**src/display_defines.svh**
```systemverilog
// 640x480 timing at one pixel per clock; text box and colours are fixed
// TSPIN_HEND/VEND assume 8 glyphs across and 2 text lines
`ifndef DISPLAY_DEFINES_SVH
`define DISPLAY_DEFINES_SVH

`define SCAN_W          10          // wide enough for H_TOTAL and V_TOTAL
`define RGB_W           24

`define H_ACTIVE        640
`define H_FRONT         16
`define H_SYNC          96
`define H_BACK          48
`define H_TOTAL         800

`define V_ACTIVE        480
`define V_FRONT         10
`define V_SYNC          2
`define V_BACK          33
`define V_TOTAL         525

// text box, top-left corner and glyph spacing
`define TSPIN_HSTART    264
`define TSPIN_VSTART    224
`define GLYPH_SCALE     2
`define GLYPH_PITCH_COL 14
`define GLYPH_PITCH_ROW 16
`define TSPIN_HEND      (`TSPIN_HSTART + 8 * `GLYPH_PITCH_COL)
`define TSPIN_VEND      (`TSPIN_VSTART + 2 * `GLYPH_PITCH_ROW)

`define FONT_COLS       5
`define FONT_ROWS       7

`define BG_COLOR        24'h10_1020
`define TEXT_COLOR      24'hff_ffff
`define ALERT_FRAMES    2           // frame starts counted before the alert drops

`endif
```
**src/glyph_pkg.sv**
```systemverilog
// font types; codes are plain 8-bit ASCII
// a font row holds the leftmost pixel in its top bit
`include "display_defines.svh"

package glyph_pkg;

    typedef logic [7:0] char_code_t;

    typedef logic [`FONT_COLS-1:0] glyph_row_t;

endpackage

```
**src/display_pkg.sv**
```systemverilog
// screen coordinate, colour and alert state types
// widths come from the display defines
`include "display_defines.svh"

package display_pkg;

    typedef logic [`SCAN_W-1:0] scan_row_t;
    typedef logic [`SCAN_W-1:0] scan_col_t;

    // red in [23:16], green in [15:8], blue in [7:0]
    typedef logic [`RGB_W-1:0] rgb_t;

    typedef enum logic {
        ALERT_IDLE,
        ALERT_SHOW
    } alert_state_t;

endpackage

```
**src/vga_scan_if.sv**
```systemverilog
// scan position plus sync and blanking, all valid every cycle
// syncs are active low
`timescale 1ns/1ps

interface vga_scan_if;
    import display_pkg::*;

    scan_row_t row;
    scan_col_t col;
    logic      de;
    logic      hsync;
    logic      vsync;

    modport source (output row, col, de, hsync, vsync);
    modport sink   (input  row, col, de, hsync, vsync);

endinterface

```
**src/tspin_alert_display.sv**
```systemverilog
// VGA alert overlay top; one pixel per clock, no back-pressure
// vga_rgb follows the scan position by one cycle
`timescale 1ns/1ps

module tspin_alert_display (
    input  logic                clk,
    input  logic                arst_n,
    input  logic                tspin_detected,     // one-cycle pulse
    output display_pkg::rgb_t   vga_rgb,
    output logic                vga_hsync,
    output logic                vga_vsync,
    output logic                vga_de
);
    logic alert;

    vga_scan_if scan ();

    vga_timing i_vga_timing (
        .clk            (clk),
        .arst_n         (arst_n),
        .scan           (scan.source)
    );

    tspin_alert_timer i_tspin_alert_timer (
        .clk            (clk),
        .arst_n         (arst_n),
        .tspin_detected (tspin_detected),
        .scan           (scan.sink),
        .alert          (alert)
    );

    tspin_text_overlay i_tspin_text_overlay (
        .clk            (clk),
        .arst_n         (arst_n),
        .alert          (alert),
        .scan           (scan.sink),
        .rgb            (vga_rgb),
        .de             (vga_de),
        .hsync          (vga_hsync),
        .vsync          (vga_vsync)
    );

endmodule

```
**src/tspin_text_overlay.sv**
```systemverilog
// draws "TSPIN" over "DETECTED" in the fixed box while alert is high
// outputs lag the scan interface by one cycle; rgb is 0 outside de
`timescale 1ns/1ps
`include "display_defines.svh"

module tspin_text_overlay (
    input  logic                    clk,
    input  logic                    arst_n,
    input  logic                    alert,
    vga_scan_if.sink                scan,
    output display_pkg::rgb_t       rgb,
    output logic                    de,
    output logic                    hsync,
    output logic                    vsync
);
    import display_pkg::*;
    import glyph_pkg::*;

    localparam int LINE0_LEN = 5;
    localparam int LINE1_LEN = 8;
    localparam logic [8*LINE0_LEN-1:0] LINE0_TEXT = "TSPIN";
    localparam logic [8*LINE1_LEN-1:0] LINE1_TEXT = "DETECTED";

    logic [LINE0_LEN-1:0] lit_line0;
    logic [LINE1_LEN-1:0] lit_line1;
    logic                 in_box;
    rgb_t                 pixel_color;

    for (genvar g = 0; g < LINE0_LEN; g++) begin : g_line0
        localparam char_code_t CH = LINE0_TEXT[8*(LINE0_LEN-1-g) +: 8];    // first char on the left
        glyph_render #(
            .SCALE      (`GLYPH_SCALE),
            .ORIGIN_ROW (`TSPIN_VSTART),
            .ORIGIN_COL (`TSPIN_HSTART + `GLYPH_PITCH_COL * g)
        ) i_glyph_render (
            .row        (scan.row),
            .col        (scan.col),
            .character  (CH),
            .lit        (lit_line0[g])
        );
    end

    for (genvar g = 0; g < LINE1_LEN; g++) begin : g_line1
        localparam char_code_t CH = LINE1_TEXT[8*(LINE1_LEN-1-g) +: 8];
        glyph_render #(
            .SCALE      (`GLYPH_SCALE),
            .ORIGIN_ROW (`TSPIN_VSTART + `GLYPH_PITCH_ROW),
            .ORIGIN_COL (`TSPIN_HSTART + `GLYPH_PITCH_COL * g)
        ) i_glyph_render (
            .row        (scan.row),
            .col        (scan.col),
            .character  (CH),
            .lit        (lit_line1[g])
        );
    end

    assign in_box = (scan.row >= `TSPIN_VSTART) && (scan.row < `TSPIN_VEND) &&
                    (scan.col >= `TSPIN_HSTART) && (scan.col < `TSPIN_HEND);

    always_comb begin
        if (!scan.de) begin
            pixel_color = '0;                   // blanking
        end else if (alert && in_box && (|{lit_line1, lit_line0})) begin
            pixel_color = `TEXT_COLOR;
        end else begin
            pixel_color = `BG_COLOR;
        end
    end

    always_ff @(posedge clk or negedge arst_n) begin
        if (!arst_n) begin
            rgb   <= '0;
            de    <= 1'b0;
            hsync <= 1'b1;
            vsync <= 1'b1;
        end else begin
            rgb   <= pixel_color;
            de    <= scan.de;       // syncs delayed to stay aligned with rgb
            hsync <= scan.hsync;
            vsync <= scan.vsync;
        end
    end

endmodule

```
**src/tspin_alert_timer.sv**
```systemverilog
// holds alert for ALERT_FRAMES frame starts after a detection pulse
// a frame start is the first cycle of vsync low; a new pulse restarts the hold
`timescale 1ns/1ps
`include "display_defines.svh"

module tspin_alert_timer (
    input  logic        clk,
    input  logic        arst_n,
    input  logic        tspin_detected,
    vga_scan_if.sink    scan,
    output logic        alert
);
    import display_pkg::*;

    // counter only reaches ALERT_FRAMES - 1
    localparam int CNT_W = (`ALERT_FRAMES > 1) ? $clog2(`ALERT_FRAMES) : 1;

    alert_state_t     state;
    logic [CNT_W-1:0] frame_cnt;
    logic             vsync_q;
    logic             frame_start;

    assign frame_start = vsync_q && !scan.vsync;    // falling edge of vsync

    always_ff @(posedge clk or negedge arst_n) begin
        if (!arst_n) begin
            state     <= ALERT_IDLE;
            frame_cnt <= '0;
            vsync_q   <= 1'b1;
        end else begin
            vsync_q <= scan.vsync;
            case (state)
                ALERT_IDLE: begin
                    if (tspin_detected) begin
                        state     <= ALERT_SHOW;
                        frame_cnt <= '0;
                    end
                end
                ALERT_SHOW: begin
                    if (tspin_detected) begin
                        frame_cnt <= '0;                // restart the hold
                    end else if (frame_start) begin
                        if (frame_cnt == CNT_W'(`ALERT_FRAMES - 1)) begin
                            state     <= ALERT_IDLE;
                            frame_cnt <= '0;
                        end else begin
                            frame_cnt <= frame_cnt + 1'b1;
                        end
                    end
                end
                default: state <= ALERT_IDLE;
            endcase
        end
    end

    assign alert = (state == ALERT_SHOW);

endmodule

```
**src/glyph_render.sv**
```systemverilog
// one 5x7 character at a fixed origin; only T S P I N D E C are drawn
// cell covers origin up to origin + 5*SCALE columns and 7*SCALE rows, end exclusive
`timescale 1ns/1ps
`include "display_defines.svh"

module glyph_render #(
    parameter int SCALE      = 2,
    parameter int ORIGIN_ROW = 0,
    parameter int ORIGIN_COL = 0
) (
    input  display_pkg::scan_row_t  row,
    input  display_pkg::scan_col_t  col,
    input  glyph_pkg::char_code_t   character,
    output logic                    lit
);
    import display_pkg::*;
    import glyph_pkg::*;

    localparam int BITMAP_W = `FONT_COLS * `FONT_ROWS;

    scan_row_t             font_r;
    scan_col_t             font_c;
    logic                  in_cell;
    logic [BITMAP_W-1:0]   bitmap;      // font row 0 in the top five bits
    glyph_row_t            pattern;

    assign font_r = scan_row_t'((row - scan_row_t'(ORIGIN_ROW)) / SCALE);
    assign font_c = scan_col_t'((col - scan_col_t'(ORIGIN_COL)) / SCALE);

    // GEQ against the origin, strict against the cell end
    assign in_cell = (row >= ORIGIN_ROW) && (col >= ORIGIN_COL) &&
                     (font_r < `FONT_ROWS) && (font_c < `FONT_COLS);

    always_comb begin
        case (character)
            "T": bitmap = {5'b11111, 5'b00100, 5'b00100, 5'b00100,
                           5'b00100, 5'b00100, 5'b00100};
            "S": bitmap = {5'b01111, 5'b10000, 5'b10000, 5'b01110,
                           5'b00001, 5'b00001, 5'b11110};
            "P": bitmap = {5'b11110, 5'b10001, 5'b10001, 5'b11110,
                           5'b10000, 5'b10000, 5'b10000};
            "I": bitmap = {5'b01110, 5'b00100, 5'b00100, 5'b00100,
                           5'b00100, 5'b00100, 5'b01110};
            "N": bitmap = {5'b10001, 5'b11001, 5'b10101, 5'b10011,
                           5'b10001, 5'b10001, 5'b10001};
            "D": bitmap = {5'b11100, 5'b10010, 5'b10001, 5'b10001,
                           5'b10001, 5'b10010, 5'b11100};
            "E": bitmap = {5'b11111, 5'b10000, 5'b10000, 5'b11110,
                           5'b10000, 5'b10000, 5'b11111};
            "C": bitmap = {5'b01110, 5'b10001, 5'b10000, 5'b10000,
                           5'b10000, 5'b10001, 5'b01110};
            default: bitmap = '0;               // unknown codes are blank
        endcase
    end

    always_comb begin
        pattern = '0;
        lit     = 1'b0;
        if (in_cell) begin
            pattern = bitmap[(`FONT_ROWS - 1 - int'(font_r)) * `FONT_COLS +: `FONT_COLS];
            lit     = pattern[`FONT_COLS - 1 - int'(font_c)];   // leftmost is the top bit
        end
    end

endmodule

```
**src/vga_timing.sv**
```systemverilog
// fixed 640x480 raster; counters always run, no enable
// after reset the first pixel out is row 0, col 0
`timescale 1ns/1ps
`include "display_defines.svh"

module vga_timing (
    input  logic          clk,
    input  logic          arst_n,
    vga_scan_if.source    scan
);
    import display_pkg::*;

    scan_col_t h_cnt;   // position that the next registered pixel describes
    scan_row_t v_cnt;
    logic      h_last;
    logic      v_last;
    logic      de_next;
    logic      hsync_next;
    logic      vsync_next;

    assign h_last = (h_cnt == scan_col_t'(`H_TOTAL - 1));
    assign v_last = (v_cnt == scan_row_t'(`V_TOTAL - 1));

    always_ff @(posedge clk or negedge arst_n) begin
        if (!arst_n) begin
            h_cnt <= '0;
            v_cnt <= '0;
        end else begin
            h_cnt <= h_last ? '0 : h_cnt + 1'b1;
            if (h_last) begin
                v_cnt <= v_last ? '0 : v_cnt + 1'b1;
            end
        end
    end

    // decode from the counters so every output lands in the same register stage
    assign de_next    = (h_cnt < `H_ACTIVE) && (v_cnt < `V_ACTIVE);
    assign hsync_next = !((h_cnt >= `H_ACTIVE + `H_FRONT) &&
                          (h_cnt <  `H_ACTIVE + `H_FRONT + `H_SYNC));
    assign vsync_next = !((v_cnt >= `V_ACTIVE + `V_FRONT) &&
                          (v_cnt <  `V_ACTIVE + `V_FRONT + `V_SYNC));

    always_ff @(posedge clk or negedge arst_n) begin
        if (!arst_n) begin
            scan.row   <= '0;
            scan.col   <= '0;
            scan.de    <= 1'b0;
            scan.hsync <= 1'b1;     // inactive
            scan.vsync <= 1'b1;
        end else begin
            scan.row   <= v_cnt;
            scan.col   <= h_cnt;
            scan.de    <= de_next;
            scan.hsync <= hsync_next;
            scan.vsync <= vsync_next;
        end
    end

endmodule

```
**config.mk**
```make
export PLATFORM = sky130hd
export DESIGN_NAME = tspin_alert_display
export DESIGN_NICKNAME = d
export VERILOG_FILES = /design/src/glyph_pkg.sv /design/src/display_pkg.sv /design/src/vga_scan_if.sv /design/src/tspin_alert_display.sv /design/src/tspin_text_overlay.sv /design/src/tspin_alert_timer.sv /design/src/glyph_render.sv /design/src/vga_timing.sv
export VERILOG_INCLUDE_DIRS = /design/src /design/src/src
export SDC_FILE = /design/constraint.sdc
export NUM_CORES = 1
export LEC_CHECK = 0
export BUFFER_PORTS_ARGS = -buffer_cell sky130_fd_sc_hd__buf_4
export CAP_MARGIN = 20
export CELL_PAD_IN_SITES_DETAIL_PLACEMENT = 0
export CELL_PAD_IN_SITES_GLOBAL_PLACEMENT = 1
export CORE_ASPECT_RATIO = 0.75
export CORE_UTILIZATION = 43
export DETAILED_ROUTE_END_ITERATION = 10
export GPL_ROUTABILITY_DRIVEN = 0
export GPL_TIMING_DRIVEN = 0
export MAX_ROUTING_LAYER = met4
export PLACE_DENSITY_LB_ADDON = 0.1
export SYNTH_ARGS = -nofsm -noshare
export SYNTH_HDL_FRONTEND = slang
export SYNTH_SLANG_ARGS = --single-unit
```
**constraint.sdc**
```tcl
create_clock -name clk -period 5.7 [get_ports clk]
set_clock_uncertainty 0.15 [all_clocks]
set_input_delay 0.285 -clock clk [delete_from_list [all_inputs] [get_ports clk]]
set_output_delay 0.285 -clock clk [all_outputs]
set_load 0.01 [all_outputs]
```
Word-level counts from Yosys, hierarchy flattened
Index checks and enable logic that the tools add are counted.
{"block": "word_totals", "ff_bits": 72, "output_inout_bits": 27, "inputBits": 3}
{"block": "op_classes", "reduce_logical": 53, "multipliers": 2, "muxes": 66, "n_bitwise": 1, "n_shift": 9, "eq_ne": 4, "addsub": 23, "magnitude_cmp": 36}
{"op": "$shiftx 35x32->5 const A", "count": 9}
{"op": "$sub 3x10->11 const A", "count": 10}
{"op": "$lt 10x3->1 const B", "count": 10}
{"op": "$ge 10x9->1 const B", "count": 9}
{"op": "$lt 11x5->1 const B", "count": 8}
{"op": "$sub 10x9->11 const B", "count": 8}
{"op": "$mul 32x4->32 const B", "count": 2}
{"op": "$logic_and 1x1->1", "count": 48}
{"op": "$mux 24", "count": 2}
{"op": "$mux 1", "count": 47}
{"op": "$lt 10x9->1 const B", "count": 4}
{"op": "$bmux 1 s3", "count": 13}
{"op": "$sub 10x8->11 const B", "count": 2}
{"op": "$add 10x1->10 const B", "count": 2}
{"op": "$eq 10x10->1 const B", "count": 2}
{"op": "$ge 10x8->1 const B", "count": 2}
{"op": "$lt 10x10->1 const B", "count": 2}
{"op": "$mux 10", "count": 2}
{"op": "$reduce_or 13->1", "count": 1}
{"op": "$ge 10x10->1 const B", "count": 1}
{"op": "$pmux 1 s2", "count": 2}
{"op": "$logic_not 1->1", "count": 3}
{"op": "$ne 3x3->1 const B", "count": 1}
{"op": "$ne 2x2->1 const B", "count": 1}
{"op": "other kinds (3)", "count": 3}

Depth between registers and ports, before layout
Gate-level depths: netlist (run 1).
{"block": "depth", "word_depth": 12, "ltp_mapped": 24}

Cells and area by module
Synthesis (run 1) repeated with hierarchy kept, for this count alone.
{"block": "hier_totals", "hier_cells": 5680, "area_unflattened_um2": 37886.3}
{"mod": "glyph_render (i_tspin_text_overlay.g_line1[6].i_glyph_render)", "area_per_inst_um2": 2970.3, "instances": 1, "seq_area_each_um2": 0.0, "cells_each": 460}
{"mod": "glyph_render (i_tspin_text_overlay.g_line0[1].i_glyph_render)", "area_per_inst_um2": 2930.3, "instances": 1, "seq_area_each_um2": 0.0, "cells_each": 440}
{"mod": "glyph_render (i_tspin_text_overlay.g_line1[3].i_glyph_render)", "area_per_inst_um2": 2841.5, "instances": 1, "seq_area_each_um2": 0.0, "cells_each": 433}
{"mod": "glyph_render (i_tspin_text_overlay.g_line1[0].i_glyph_render)", "area_per_inst_um2": 2815.2, "instances": 1, "seq_area_each_um2": 0.0, "cells_each": 442}
{"mod": "glyph_render (i_tspin_text_overlay.g_line1[7].i_glyph_render)", "area_per_inst_um2": 2815.2, "instances": 1, "seq_area_each_um2": 0.0, "cells_each": 426}
{"mod": "glyph_render (i_tspin_text_overlay.g_line0[0].i_glyph_render)", "area_per_inst_um2": 2777.7, "instances": 1, "seq_area_each_um2": 0.0, "cells_each": 408}
{"mod": "glyph_render (i_tspin_text_overlay.g_line0[3].i_glyph_render)", "area_per_inst_um2": 2761.4, "instances": 1, "seq_area_each_um2": 0.0, "cells_each": 418}
{"mod": "glyph_render (i_tspin_text_overlay.g_line0[2].i_glyph_render)", "area_per_inst_um2": 2732.6, "instances": 1, "seq_area_each_um2": 0.0, "cells_each": 415}
{"mod": "glyph_render (i_tspin_text_overlay.g_line0[4].i_glyph_render)", "area_per_inst_um2": 2671.3, "instances": 1, "seq_area_each_um2": 0.0, "cells_each": 409}
{"mod": "glyph_render (i_tspin_text_overlay.g_line1[4].i_glyph_render)", "area_per_inst_um2": 2620.0, "instances": 1, "seq_area_each_um2": 0.0, "cells_each": 421}
{"mod": "glyph_render (i_tspin_text_overlay.g_line1[2].i_glyph_render)", "area_per_inst_um2": 2608.8, "instances": 1, "seq_area_each_um2": 0.0, "cells_each": 422}
{"mod": "glyph_render (i_tspin_text_overlay.g_line1[5].i_glyph_render)", "area_per_inst_um2": 2587.5, "instances": 1, "seq_area_each_um2": 0.0, "cells_each": 394}
{"mod": "glyph_render (i_tspin_text_overlay.g_line1[1].i_glyph_render)", "area_per_inst_um2": 2576.2, "instances": 1, "seq_area_each_um2": 0.0, "cells_each": 403}
{"mod": "vga_timing", "area_per_inst_um2": 1679.1, "instances": 1, "seq_area_each_um2": 1078.5, "cells_each": 138}
{"mod": "+2 rows"}

Least setup slack after synthesis (run 1)
No wires, ideal clock.
{"block": "synth_path", "path_kind": "register to register", "start": "register i_vga_timing.scan.row[1]", "end": "register i_tspin_text_overlay.rgb[22]", "synth_period_minus_slack_ns": 5.640, "arrival_time_ns": 5.408, "setup_slack_ns": 0.060, "required_ns": 5.468, "path_stages_with_launch": 25, "cell_sequence": "dfrtp_1 > buf_2 > clkinv_1 > clkbuf_1 > ha_1 > buf_2 > clkinv_1 > clkbuf_1 > buf_1 > ha_1 > ha_1 > inv_1 > fa_1 > buf_2 > nor2b_1 > o21ai_1 > a21o_1 > and3_1 > buf_6 > or4_4 > a21o_1 > mux4_2 > o21ai_1 > a2111oi_1 > a31oi_1"}
{"block": "synth_between", "elab_chain_len": 12}
{"item": "from (decl)", "line_no": "vga_scan_if.sv:14", "text": "modport source (output row, col, de, hsync, vsync);"}
{"item": "from (signal assigned)", "line_no": "vga_timing.sv:51", "text": "scan.row <= v_cnt;"}
{"item": "$sub 10x8->11", "line_no": "glyph_render.sv:27", "text": "assign font_r = scan_row_t'((row - scan_row_t'(ORIGIN_ROW)) / SCALE);"}
{"item": "$sub 3x10->11 (no source line)"}
{"item": "$mul 32x4->32 (no source line)"}
{"item": "$shiftx 35x32->5", "line_no": "glyph_render.sv:60", "text": "pattern = bitmap[(`FONT_ROWS - 1 - int'(font_r)) * `FONT_COLS +: `FONT_COLS];"}
{"item": "$bmux 1 s3", "line_no": "glyph_render.sv:61", "text": "lit = pattern[`FONT_COLS - 1 - int'(font_c)];"}
{"item": "$mux 1 (2 in series)", "line_no": "glyph_render.sv:61"}
{"item": "$mux 1", "line_no": "glyph_render.sv:59", "text": "if (in_cell) begin"}
{"item": "$reduce_or 13->1", "line_no": "tspin_text_overlay.sv:63", "text": "end else if (alert && in_box && (|{lit_line1, lit_line0})) begin"}
{"item": "$logic_and 1x1->1 (*)", "line_no": "tspin_text_overlay.sv:63"}
{"item": "$mux 24 (*)", "line_no": "tspin_text_overlay.sv:63"}
{"item": "$mux 24 (*)", "line_no": "tspin_text_overlay.sv:61", "text": "if (!scan.de) begin"}
{"item": "to (signal assigned)", "line_no": "tspin_text_overlay.sv:77", "text": "rgb <= pixel_color;"}
{"item": "to (decl)", "line_no": "tspin_text_overlay.sv:11", "text": "output display_pkg::rgb_t rgb,"}
Mark *: on every way between the ends. The rest lies on a longest branch, timed or not. The select of a mux whose other input is x is not followed.
A chain may end at the register's enable or synchronous reset.

Worst setup path in the final report (run 1)
Same ends and word-level chain as after synthesis.

==> impl_metrics.py, run 1 <==
metrics = {
    "clock_network": {
        "clock_latency_ns": 0.29,
        "cts_tree": "yes",
        "clock-sinks": 49,
        "cts.path.max_buffers": 2,
        "cts.reportedPaths.clkPinSlew_ns": 0.06,
        "cts_max_level": 2,
        "cts_root_buf": "clkbuf_16",
        "numCtsBuffers": 5,
    },
    "timing": {
        "slew_violations": 0,
        "max_clock_freq_ghz": 0.179,
        "fin_ws_ns": 0.112,
        "slew_headroom_pct": 28.0,
        "setup_viol": 0,
        "timing.final.crit_share_pct": 98.0,
        "rsz0062_at_grt": "no",
        "hold_viol_final": 0,
        "fin_crit_ns": 5.59,
        "tightest_slew_ns": 1.07,
    },
    "critical_path": {
        "cp_num_buf_inv": 10,
        "start_kind": "flop",
        "cp.required_ns": 5.73,
        "crit_family": "buffers and inverters",
        "worstSetupPathType": "reg2reg",
        "path_cells": "buf_8 > inv_8 > buf_8 > ha_4 > buf_6 > clkinv_4 > clkbuf_8 > buf_6 > ha_1 > ha_1 > inv_1 > fa_1 > buf_2 > nand2b_1 > buf_2 > a211oi_1 > nor3_1 > o221a_2 > o32ai_1 > a211o_1 > o2111ai_1 > and4b_1 > a31oi_1",
        "cp_max_fo": 11,
        "arrival_ns": 5.62,
        "cp_slowest_cell": "fa_1",
        "cpPeakStageDelay_ns": 0.51,
        "end_kind": "flop",
    },
    "global_route": {
        "grt_pass1_wl_microns": 43900,
        "grt.overflow.total": 0,
        "grt_pass1_vias": 7588,
        "antenna_found_initial": 0,
        "grt_use_total_pct": 32.4,
        "grt_max_degree": 50,
    },
    "power_and_ir_drop": {
        "powerDensity_mw_per_mm2": 82.2,
        "p_sw_w": 0.000123,
        "swShare_pct": 17.8,
        "p_int_w": 0.000568,
        "power_frac_seq_pct": 50.3,
        "max-vdd-ir-drop_v": 0.000140,
        "power_frac_comb_pct": 1.1,
        "p_leak_nw": 3.23,
        "power_frac_clock_pct": 48.5,
    },
    "finish": {
        "multi_input_area_sq_mm": 0.00567,
        "layout-drive-gt1-share_pct": 13.8,
        "seq_area_sq_mm": 0.00123,
        "final_nets": 1137,
        "diodes": 0,
        "finalInstanceArea_sq_mm": 0.00841,
        "fin_cells": 1301,
        "nFillCells": 1738,
        "area_delta_synth_final_pct": 12.4,
        "utilization_pct": 49.7,
    },
    "min_path": {
        "hold_class": "in2reg",
    },
    "route": {
        "postRouteAntennaNets": 0,
        "routedWlPerCell_microns": 22.1,
        "num_vias": 8703,
        "routed_via_density": 6.69,
        "dr.pass1.iters": 9,
        "post-route-drc-count": 0,
        "wl_microns": 28700,
        "drt_iter0_drc": 1549,
    },
    "die": {
        "fp.dieW_microns": 154,
        "core_area_sq_mm": 0.0169,
        "floorplan.initialDensity_pct": 44.2,
        "dieArea_sq_mm": 0.0179,
        "io_pins": 30,
        "die_h_microns": 116,
        "row_count": 41,
    },
    "logic_synthesis": {
        "yosys-top-cells-area": "dfrtp_1, ha_1, a21oi_1, o21ai_0, nand2_1",
        "synth_most_common_cell": "a21oi_1",
        "synth_nets": 1095,
        "synth.top_cell.area_share_pct": 15.0,
        "synthArstFlopShare_pct": 100,
        "netlist_instances": 1043,
        "synth_cell_types": 89,
        "synth_seq_cells": 49,
        "synth-xor-area-share_pct": 5.90,
        "synth_fa_ha_area_share_pct": 8.39,
        "yosys_most_used_dff": "dfrtp_1",
        "syn_area_sq_mm": 0.00748,
        "muxShareOfSynthArea_pct": 2.07,
        "synth_compound_area_share_pct": 32.8,
        "synth_edf_count": 0,
        "synth-simple-area-share_pct": 24.7,
        "ys_warn_count": 0,
        "synth.largest_area_cell": "dfrtp_1",
        "netlist_top_cells_count": "a21oi_1, nand2_1, nor2_1, o21ai_0, clkbuf_1",
        "syn_avg_cell_area_sq_um": 7.17,
        "synth_top_family_by_area": "compound AO/OA/AOI/OAI gates",
        "ys_seq_area_share_pct": 16.5,
    },
    "place": {
        "io_buffers": 29,
        "dp_hpwl_microns": 21800,
        "place_ws_ns": -2.02,
        "dp.cells": 1287,
        "place_area_sq_mm": 0.00797,
    },
    "flow_run": {
        "cap_violations": 0,
    },
    "run_status": {
        "outcome": "finished, final reports clean",
    },
}
layout by cell type, fill, tap and decap left out, types with 8 or more instances in the layout:
master	count
nand2_1	92
nand4_1	9
xor2_1	18
nor2b_1	17
o221ai_1	11
a31oi_1	18
dfrtp_1	44
inv_1	30
a221oi_1	10
buf_4	59
o21ai_0	87
nand3_1	45
clkbuf_8	8
nand2b_1	20
xnor2_1	21
nor3_1	31
ha_1	46
clkbuf_1	42
o31ai_1	11
and3_1	9
a21oi_1	93
a311oi_1	8
clkbuf_2	8
o22ai_1	16
nor2_1	87
buf_1	9
a211oi_1	24
power by group through the flow:
stage	clock (W)	combinational (W)	sequential, W
detailed placement	0	0.00000780	0.000354
global placement	0	0.00000780	0.000354
global route	0.000359	0.00000959	0.000348
CTS	0.000341	0.00000836	0.000348
finish	0.000335	0.00000786	0.000348
floorplan	0	0.0000000138	0.000354
layer usage:
| metal | wire length, microns | track usage (%) | vias to the layer above |
|---|---|---|---|
| li1 | - | - | 3955 |
| met1 | 13000 | 48.5 | 4021 |
| met2 | 10800 | 41.7 | 643 |
| met3 | 4230 | 9.57 | 84 |
| met4 | 673 | 6.27 | 0 |
| met5 | 0 | - | - |
area by class of cell:
type,instances,share of cell area [%]
clock inverters,1,0.357
repair buffers,35,3.15
well taps,215,3.20
plain buffers,104,7.70
flip-flops and latches,49,14.7
multi-input cells,853,67.4
inverters,37,1.80
clock buffers,7,1.70
path summary, 6_finish.rpt:
path                                          startpoint                       endpoint  slack, ns  cells after the start
worst max-delay path            i_vga_timing.scan.row[1]   i_tspin_text_overlay.rgb[22]       0.11                     23
worst min-delay path                      tspin_detected  i_tspin_alert_timer.frame_cnt       0.02                      2
worst max register to register  i_vga_timing.scan.row[1]   i_tspin_text_overlay.rgb[22]       0.11                     23
worst min register to register   i_vga_timing.scan.hsync     i_tspin_text_overlay.hsync       0.21                      0
max in group asynchronous                         arst_n       i_vga_timing.scan.row[1]       4.56                      2
min in group asynchronous                         arst_n       i_vga_timing.scan.col[7]       0.39                      2
flip-flops by register name, indices dropped and copies added (netlist names), 2 cells and up:
signal and flops:
i_vga_timing.h_cnt 10, i_tspin_text_overlay.rgb 2, i_vga_timing.scan.col 10, i_vga_timing.scan.row 10
i_vga_timing.v_cnt 10
kinds of logic after synthesis:
group / after synthesis
multiplexers: 13
AND/OR/NAND/NOR: 370
buffers and inverters: 141
XOR/XNOR: 45
flip-flops: 49
AO/OA/AOI/OAI: 376
adder cells (fa/ha/maj): 49
repair_timing:
| action | in CTS | in global routing |
|---|---|---|
| resized for setup | 38 | 30 |
| endpoints found under the hold margin | 45 | 0 |
| hold buffers | 1 | 0 |
| endpoints found under the setup margin | 1 | 1 |
| pin swaps | 2 | 5 |
| buffers inserted | 2 | 3 |
through the flow:
stage	TNS (ns)	hold slack [ns]	power [W]
after global routing	0	0.00795	0.000716
after global placement	-2.10	0.179	0.000362
after floorplan	0	-0.161	0.000354
after detailed placement	-2.02	0.179	0.000362
final	0	0.0152	0.000691
after CTS	0	0.00988	0.000697
Power figures use the tool's default switching activity.
==> inputs of run 2 (changes only) <==
--- a/config.mk
+++ b/config.mk
@@ -10,7 +10,6 @@
 export CAP_MARGIN = 20
 export CELL_PAD_IN_SITES_DETAIL_PLACEMENT = 0
 export CELL_PAD_IN_SITES_GLOBAL_PLACEMENT = 1
-export CORE_ASPECT_RATIO = 0.75
 export CORE_UTILIZATION = 43
 export DETAILED_ROUTE_END_ITERATION = 10
 export GPL_ROUTABILITY_DRIVEN = 0
==> run 2 against run 1 <==
  * Total power shrank 4.8%
  * Critical path depth up 1
  * Non-clock buffer count is 1 higher
  * Highest routed layer unchanged
==> impl_metrics.py, run 2 (synthesis gave the netlist of run 1 again) <==
metrics = {
    "critical_path": {
        "cp_max_fo": 11,
        "cp.required_ns": 5.75,
        "rrSetupSlack_ns": 0.23,
        "crit_top_cell": "buf_6",
        "worst-r2r-cell-count": 24,
        "path_cells": "buf_6 > inv_8 > buf_8 > ha_4 > buf_6 > inv_4 > clkbuf_8 > buf_4 > ha_1 > ha_1 > inv_1 > fa_1 > clkbuf_4 > nor2b_4 > o21ai_1 > a21o_1 > and3_1 > buf_6 > or4_4 > a21o_1 > mux4_2 > o21ai_1 > a2111oi_1 > a31oi_1",
        "crit_family": "buffers and inverters",
        "end_kind": "flop",
        "r2r_start": "i_vga_timing.scan.row[1]",
        "arrival_ns": 5.52,
        "cpPeakStageDelay_ns": 0.57,
        "cp_num_buf_inv": 10,
        "start_kind": "flop",
        "worstSetupPathType": "reg2reg",
        "cp_slowest_cell": "or4_4",
        "cp-startpoint": "i_vga_timing.scan.row[1]",
        "worst_r2r_endpoint": "i_tspin_text_overlay.rgb[22]",
    },
    "clock_network": {
        "cts_root_buf": "clkbuf_16",
        "cts_max_level": 2,
        "clock-sinks": 49,
        "cts.reportedPaths.clkPinSlew_ns": 0.07,
        "numCtsBuffers": 5,
        "clock_latency_ns": 0.28,
        "cts.path.max_buffers": 2,
        "cts_tree": "yes",
    },
    "min_path": {
        "whs_endpoint": "i_tspin_alert_timer.frame_cnt",
        "hold_class": "in2reg",
        "worstHoldStart": "tspin_detected",
        "hold_depth": 2,
    },
    "global_route": {
        "grt_max_degree": 50,
        "grt_use_total_pct": 32.0,
        "grt_pass1_wl_microns": 44100,
        "grt_pass1_vias": 7938,
        "antenna_found_initial": 0,
        "grt.overflow.total": 0,
    },
    "power_and_ir_drop": {
        "totalPowerFinal_w": 0.000658,
        "p_leak_nw": 3.22,
        "max-vdd-ir-drop_v": 0.000125,
        "powerDensity_mw_per_mm2": 78.6,
    },
    "route": {
        "routed_via_density": 6.65,
        "num_vias": 8696,
        "post-route-drc-count": 0,
        "dr.pass1.iters": 7,
        "drt_iter0_drc": 1432,
        "wl_microns": 28100,
        "postRouteAntennaNets": 0,
        "routedWlPerCell_microns": 21.5,
    },
    "timing": {
        "fin_crit_ns": 5.47,
        "max_clock_freq_ghz": 0.183,
        "fin_ws_ns": 0.234,
        "slew_headroom_pct": 40.0,
        "slew_violations": 0,
        "setup_viol": 0,
        "timing.final.crit_share_pct": 95.9,
        "hold_viol_final": 0,
        "setup_tns_ns": 0,
        "tightest_slew_ns": 0.894,
        "rsz0062_at_grt": "no",
        "hold_slack_ns": 0.00619,
    },
    "die": {
        "fp.dieW_microns": 134,
        "die_h_microns": 134,
        "dieArea_sq_mm": 0.0179,
        "core_area_sq_mm": 0.0168,
        "row_count": 47,
        "floorplan.initialDensity_pct": 44.7,
        "io_pins": 30,
    },
    "finish": {
        "diodes": 0,
        "final_nets": 1138,
        "area_delta_synth_final_pct": 11.8,
        "mostFrequentLayoutCell": "a21oi_1",
        "layout-drive-gt1-share_pct": 13.8,
        "layout_common_cells": "a21oi_1, nand2_1, o21ai_0",
    },
    "place": {
        "dp_hpwl_microns": 21100,
        "io_buffers": 29,
        "place_ws_ns": -1.64,
    },
    "run_status": {
        "outcome": "finished, final reports clean",
    },
    "flow_run": {
        "cap_violations": 0,
    },
}
## run 2: cell types whose count changed in the layout (fill, tap and decap cells not counted), sizes merged
| cell | delta |
|---|---|
| buf | -2 |
| clkinvlp | +1 |
| inv | +2 |
| bufinv | -1 |
| clkinv | -1 |
| clkbuf | +2 |
## run 2: cell type report
cell class	count	area (sq um)
repair buffers	36	273
inverters	37	149
plain buffers	104	644
clock inverters	2	16.3
flip-flops and latches	49	1230
well taps	220	275
clock buffers	6	139
fillers	1714	8390
multi-input cells	853	5640
## run 2: how the worst max path moves through the flow
| stage | end | slack, ns | cells after the start |
|---|---|---|---|
| final | i_tspin_text_overlay.rgb[22] | 0.23 | 24 |
| after global routing | i_tspin_text_overlay.rgb[22] | 0.04 | 24 |
| after CTS | i_tspin_text_overlay.rgb[22] | 0.01 | 24 |
| after detailed placement | i_tspin_text_overlay.rgb[22] | -1.64 | 23 |
| after global placement | i_tspin_text_overlay.rgb[22] | -1.75 | 23 |
| after floorplan | i_tspin_text_overlay.rgb[22] | 0.06 | 24 |
## run 2: power by group
group	leakage [nW]	switching, W	internal, W
clock network	0.0735	0.000126	0.000176
logic	2.52	0.00000669	0.00000134
registers	0.629	0.0000000000000000000247	0.000348
## run 2: routing by layer
layer	track usage (%)	part of all wire [%]	vias up
li1	-	-	3958
met3	6.54	12	121
met2	45.4	41	589
met5	-	0	-
met4	12.4	4.2	0
met1	44.1	43	4028
## run 2: repair_timing
item / CTS / global route
pin swaps: 2 / 4
endpoints found under the hold margin: 45 / 0
hold buffers: 1 / 0
setup endpoints to repair: 1 / 1
resized for setup: 34 / 27
buffers inserted: 4 / 2
## run 2: through the flow
stage                     cells  area [sq um]  util [%]
final                      1307          8370      49.9
after global routing       1307          8370      49.9
after CTS                  1305          8290      49.5
after detailed placement   1292          7980      47.6
after global placement     1292          7980      47.6
after floorplan            1043          7480         -
